`src/common/vlane_settings.svh`:
```
`ifndef VLANE_SETTINGS_SVH
`define VLANE_SETTINGS_SVH

// Lane array
`define VLANE_LANES      4
`define VLANE_ELEN       32
`define VLANE_BEAT_W     (`VLANE_LANES * `VLANE_ELEN)

// Largest register group, in beats
`define VLANE_MAX_GROUP  4

// Beat buffer between sequencer and lanes
`define VLANE_FIFO_DEPTH 4

`endif

```
`src/common/vlane_pkg.sv`:
```
`include "vlane_settings.svh"

package vlane_pkg;

    // Codes 11 to 15 are unused and produce zero
    typedef enum logic [3:0] {
        OP_ADD  = 4'd0,
        OP_SUB  = 4'd1,
        OP_AND  = 4'd2,
        OP_OR   = 4'd3,
        OP_XOR  = 4'd4,
        OP_SLL  = 4'd5,
        OP_SRL  = 4'd6,
        OP_SRA  = 4'd7,
        OP_MINU = 4'd8,
        OP_MAXU = 4'd9,
        OP_MUL  = 4'd10
    } valu_op_e;

    typedef enum logic [1:0] {
        E8  = 2'd0,
        E16 = 2'd1,
        E32 = 2'd2
    } sew_e;

    typedef enum logic [1:0] {
        M1 = 2'd0,
        M2 = 2'd1,
        M4 = 2'd2
    } lmul_e;

    typedef enum logic {
        IDLE = 1'b0,
        SEND = 1'b1
    } seq_state_e;

    // Register 0 sits in the low bits of each operand group
    typedef struct packed {
        valu_op_e                                       op;
        sew_e                                           sew;
        lmul_e                                          lmul;
        logic [`VLANE_MAX_GROUP*`VLANE_BEAT_W-1:0]      op_a;
        logic [`VLANE_MAX_GROUP*`VLANE_BEAT_W-1:0]      op_b;
    } vcmd_t;

    typedef struct packed {
        valu_op_e                   op;
        sew_e                       sew;
        logic [`VLANE_BEAT_W-1:0]   a;
        logic [`VLANE_BEAT_W-1:0]   b;
        logic [1:0]                 index;
        logic                       last;
    } vbeat_t;

    typedef struct packed {
        logic [`VLANE_MAX_GROUP*`VLANE_BEAT_W-1:0]  data;
        logic [2:0]                                 nregs;
    } vres_t;

endpackage

```
`src/design/beat_fifo.sv`:
```
`include "vlane_settings.svh"

module beat_fifo #(
    parameter int DEPTH = `VLANE_FIFO_DEPTH
) (
    input  logic                valu_clk,
    input  logic                arst_n,
    input  logic                in_valid,
    output logic                in_ready,
    input  vlane_pkg::vbeat_t   in_beat,
    output logic                out_valid,
    input  logic                out_ready,
    output vlane_pkg::vbeat_t   out_beat
);

    localparam int PTR_W = (DEPTH > 1) ? $clog2(DEPTH) : 1;
    localparam int CNT_W = $clog2(DEPTH + 1);

    vlane_pkg::vbeat_t  mem [DEPTH];
    logic [PTR_W-1:0]   wr_ptr;
    logic [PTR_W-1:0]   rd_ptr;
    logic [CNT_W-1:0]   count;
    logic               wr_en;
    logic               rd_en;

    assign in_ready = (count < CNT_W'(DEPTH));
    assign wr_en    = in_valid && in_ready;
    // Refill output register whenever it is empty or being taken
    assign rd_en    = (count != '0) && (!out_valid || out_ready);

    always_ff @(posedge valu_clk) begin
        if (wr_en) begin
            mem[wr_ptr] <= in_beat;
        end
        if (rd_en) begin
            out_beat <= mem[rd_ptr];
        end
    end

    always_ff @(posedge valu_clk or negedge arst_n) begin
        if (!arst_n) begin
            wr_ptr    <= '0;
            rd_ptr    <= '0;
            count     <= '0;
            out_valid <= 1'b0;
        end else begin
            if (wr_en) begin
                wr_ptr <= (wr_ptr == PTR_W'(DEPTH - 1)) ? '0 : wr_ptr + 1'b1;
            end
            if (rd_en) begin
                rd_ptr <= (rd_ptr == PTR_W'(DEPTH - 1)) ? '0 : rd_ptr + 1'b1;
            end
            count <= count + CNT_W'(wr_en) - CNT_W'(rd_en);
            if (rd_en) begin
                out_valid <= 1'b1;
            end else if (out_ready) begin
                out_valid <= 1'b0;
            end
        end
    end

endmodule

```
`config.mk`:
```
export PLATFORM = sky130hd
export DESIGN_NAME = beat_fifo
export DESIGN_NICKNAME = d
export VERILOG_FILES = /design/src/common/vlane_pkg.sv /design/src/design/beat_fifo.sv
export VERILOG_INCLUDE_DIRS = /design/src /design/src/common
export SDC_FILE = /design/constraint.sdc
export NUM_CORES = 1
export LEC_CHECK = 0
export ABC_CLOCK_PERIOD_IN_PS = 30500
export BUFFER_PORTS_ARGS = -buffer_cell sky130_fd_sc_hd__buf_2
export CORE_UTILIZATION = 40
export CTS_BUF_LIST = sky130_fd_sc_hd__clkbuf_2 sky130_fd_sc_hd__clkbuf_4 sky130_fd_sc_hd__clkbuf_8
export CTS_CLUSTER_SIZE = 16
export DETAILED_ROUTE_END_ITERATION = 10
export PLACE_DENSITY = 0.62
export SETUP_SLACK_MARGIN = 0.2
export SYNTH_ARGS = -nofsm -noshare
export SYNTH_HDL_FRONTEND = slang
export SYNTH_SLANG_ARGS = --single-unit
```
`constraint.sdc`:
```
create_clock -name valu_clk -period 30.5 [get_ports valu_clk]
set_input_delay 3.05 -clock valu_clk [delete_from_list [all_inputs] [get_ports valu_clk]]
set_output_delay 3.05 -clock valu_clk [all_outputs]
set_load 0.02 [all_outputs]
```
==> results.py <==
metrics = {
    "cts": {
        "cts_root_buf": "clkbuf_8",
        "cts.sinks": 1333,
        "clock_latency_ns": 0.89,
        "htreeDepth": 4,
        "cts_tree": "built",
        "clk_pin_slew_worst_paths_ns": 0.06,
        "cts_buffer_depth": 3,
        "cts_resized": 0,
        "cts_buffers": 208,
        "cts_hold_buf": 0,
        "postCtsSetupRepairBufs": 0,
    },
    "critical_path": {
        "cp.depth": 5,
        "arrival_ns": 5.71,
        "start_kind": "input pin",
        "cp_slowest_stage_delay_ns": 0.69,
        "slowest_stage": "buf_4",
        "critPathKind": "input pin to flop",
        "cpMostUsedCell": "buf_4",
        "crit_path_end_kind": "flop",
        "cp.required_ns": 30.99,
        "r2r_slack_ns": 25.92,
        "crit_fanout": 48,
        "crit_family": "buffers and inverters",
        "crit_chain": "buf_2 -> nor2b_1 -> and2_4 -> buf_4 -> buf_4",
        "crit_buf_inv": 3,
        "worstRegToRegCells": 4,
    },
    "timing": {
        "rsz0062_at_grt": "false",
        "post-route-min-period_ns": 5.22,
        "drv_slew": 0,
        "fin_setup_tns_ns": 0,
        "slew_headroom": 0.229,
        "worst_clock_skew_ns": 0.0455,
        "hold_viol_final": 0,
        "hold_ws_ns": 0.523,
        "worstMarginPinSlew_ns": 1.16,
        "fin_crit_sh": 0.171,
        "max_freq_mhz": 192,
        "setup_viol": 0,
    },
    "drt": {
        "routedWlPerCell_um": 23.5,
        "drt_pass1_iterations": 5,
        "avgViaCountPerCell": 4.98,
        "wl_mm": 96.6,
        "drc_errors": 0,
        "num_vias": 20511,
        "drtAntennaViolNets": 0,
        "drtIter0Drc": 1395,
    },
    "die": {
        "start_util": 0.404,
        "fp.coreArea_um2": 117000,
        "chipHeight_um": 345,
        "die-area_um2": 119000,
        "rows": 125,
        "pin_count": 536,
        "chipWidth_um": 345,
    },
    "global_route": {
        "grt_pass1_wl_mm": 142,
        "antenna_found_initial": 52,
        "globalRouteTotalUtil": 0.162,
        "grt_overflow_total": 0,
        "grt_max_degree": 145,
        "grt_pass1_vias": 22030,
    },
    "power": {
        "switching_power_uw": 1560,
        "ir_drop_mv": 0.0531,
        "swShare": 0.293,
        "p_int_uw": 3770,
        "clkPwrFrac": 0.278,
        "power_density_nw_per_um2": 95.6,
        "power_frac_comb": 0.228,
        "seqPwrFrac": 0.494,
        "p_leak_uw": 0.0190,
    },
    "synthesis": {
        "yosysSeqAreaShare": 0.849,
        "synth_mux_area_frac": 0.136,
        "synthesis.instances": 1694,
        "synth_compound_area_frac": 0.000425,
        "synthSimpleGateAreaFrac": 0.00109,
        "ys_warn_count": 0,
        "synth_cell_types": 20,
        "synthAdderAreaFrac": 0.00228,
        "synth_top_area_share": 0.844,
        "synthTopCellsByArea": "edfxtp_1, mux4_2, mux4_1, buf_6, dfrtp_1",
        "ys_ff_latch": 1333,
        "yosys.area.top_type": "edfxtp_1",
        "synth_xor_area_frac": 0.000372,
        "syn-num-nets": 1971,
        "avgSynthCellArea_um2": 27.8,
        "syn_area_um2": 47100,
        "synth_top_family_by_area": "multiplexers",
    },
    "placement": {
        "io_buffers": 535,
        "dpl.hpwl_mm": 56.6,
        "gp_congestion": 0.745,
    },
    "final_layout": {
        "fillers": 9316,
        "syn_to_final_growth_pct": 18.2,
        "final_nets": 2679,
        "drive_above_1_share": 0.400,
    },
    "hold_path": {
        "holdPathStages": 1,
        "hold_class": "flop to flop",
    },
    "outcome": {
        "status": "complete, no violations",
    },
    "job": {
        "max_cap_viol_count": 0,
    },
}
-- state kept, by name (all words and copies together), names as in the netlist --
register / flops
mem: 1060
out_beat: 265
count: 3
rd_ptr: 2
wr_ptr: 2
out_valid: 1
-- logic make-up after synthesis --
kind of cell	Yosys count
buf+inv	70
xor+xnor	2
mux	267
compound gates	4
fa+ha+maj	8
flops	1333
simple gates	10
-- per-layer routing --
metal	GRT usage	wire (um)	vias up
li1	-	-	8909
met1	0.194	37700	10647
met2	0.256	46800	694
met3	0.0804	9900	195
met4	0.0498	1900	66
met5	0	401	-
-- final cells by class --
type / count / area [um^2] / area share
inverters: 9 / 33.8 / 0.000607
flip-flops and latches: 1333 / 40000 / 0.718
clock buffers: 266 / 3300 / 0.0593
multi-input cells: 291 / 6640 / 0.119
diodes: 18 / 45.0 / 0.000809
well taps: 1524 / 1910 / 0.0342
repair buffers: 559 / 2920 / 0.0524
clock inverters: 117 / 845 / 0.0152
-- placed cells by master, fill, tap and decap left out, types with 2 or more instances in the layout --
| master | Yosys | final |
|---|---|---|
| edfxtp_1 | 1325 | 1325 |
| buf_2 | 28 | 535 |
| clkbuf_8 | 0 | 209 |
| mux4_2 | 149 | 149 |
| mux4_1 | 116 | 116 |
| clkinv_1 | 0 | 69 |
| clkbuf_4 | 0 | 57 |
| clkinv_2 | 0 | 23 |
| buf_4 | 0 | 19 |
| diode_2 | 0 | 18 |
| inv_1 | 9 | 9 |
| bufinv_16 | 0 | 9 |
| ha_1 | 7 | 7 |
| inv_12 | 0 | 6 |
| dfrtp_1 | 8 | 6 |
| buf_12 | 0 | 5 |
| and2_4 | 0 | 4 |
| clkinvlp_4 | 0 | 4 |
| o21ai_0 | 3 | 3 |
| xnor2_1 | 2 | 2 |
| nor2_1 | 2 | 2 |
| nand2_1 | 2 | 2 |
| mux2_2 | 2 | 2 |
| clkinv_8 | 0 | 2 |
| inv_8 | 0 | 2 |
| dfrtp_4 | 0 | 2 |
-- synth_stat cells --
cell and number:
a21oi_1 1, and2_1 4, buf_2 28, buf_6 24
buf_8 3, clkbuf_1 6, dfrtp_1 8, edfxtp_1 1325
fa_1 1, ha_1 7, inv_1 9, mux2_2 2
mux4_1 116, mux4_2 149, nand2_1 2, nor2_1 2
nor2b_1 1, nor3_1 1, o21ai_0 3, xnor2_1 2
-- power by group through the flow --
stage	registers (uW)	clock network [uW]	logic [uW]
4_1_cts	2640	1530	1250
3_3_place_gp	2660	0	1240
3_5_place_dp	2670	0	1250
5_1_grt	2660	1610	1300
2_1_floorplan	2940	0	647
6_report	2630	1480	1220
-- path summary, 6_finish.rpt --
path                                       start                 endpoint
max in group asynchronous                 arst_n    rd_ptr[1]$_DFFE_PN0P_
max                                     in_valid    mem[1][170]$_DFFE_PP_
min                           count[0]$_DFF_PN0_       count[0]$_DFF_PN0_
min reg2reg                   count[0]$_DFF_PN0_       count[0]$_DFF_PN0_
max reg2reg                rd_ptr[0]$_DFFE_PN0P_  out_beat[170]$_DFFE_PP_
min in group asynchronous                 arst_n    out_valid$_DFFE_PN0P_
-- metrics by stage --
stage	util	power (uW)	setup slack (ns)	std cells	area (um^2)
detailed placement	0.442	3920	24.33	3716	51500
floorplan	-	3580	11.99	1694	47100
CTS	0.478	5420	25.35	4099	55600
finish	0.478	5320	25.28	4117	55700
global route	0.478	5570	25.19	4109	55700
global placement	0.442	3900	24.40	3716	51500
-- worst register-to-register path: cells and delay by family (launching register included) --
family | cells | cell delay [ns]
buf+inv | 3 | 2.60
flops | 1 | 0.97
mux | 1 | 0.72
No activity file was read; power rests on OpenSTA's default activity.
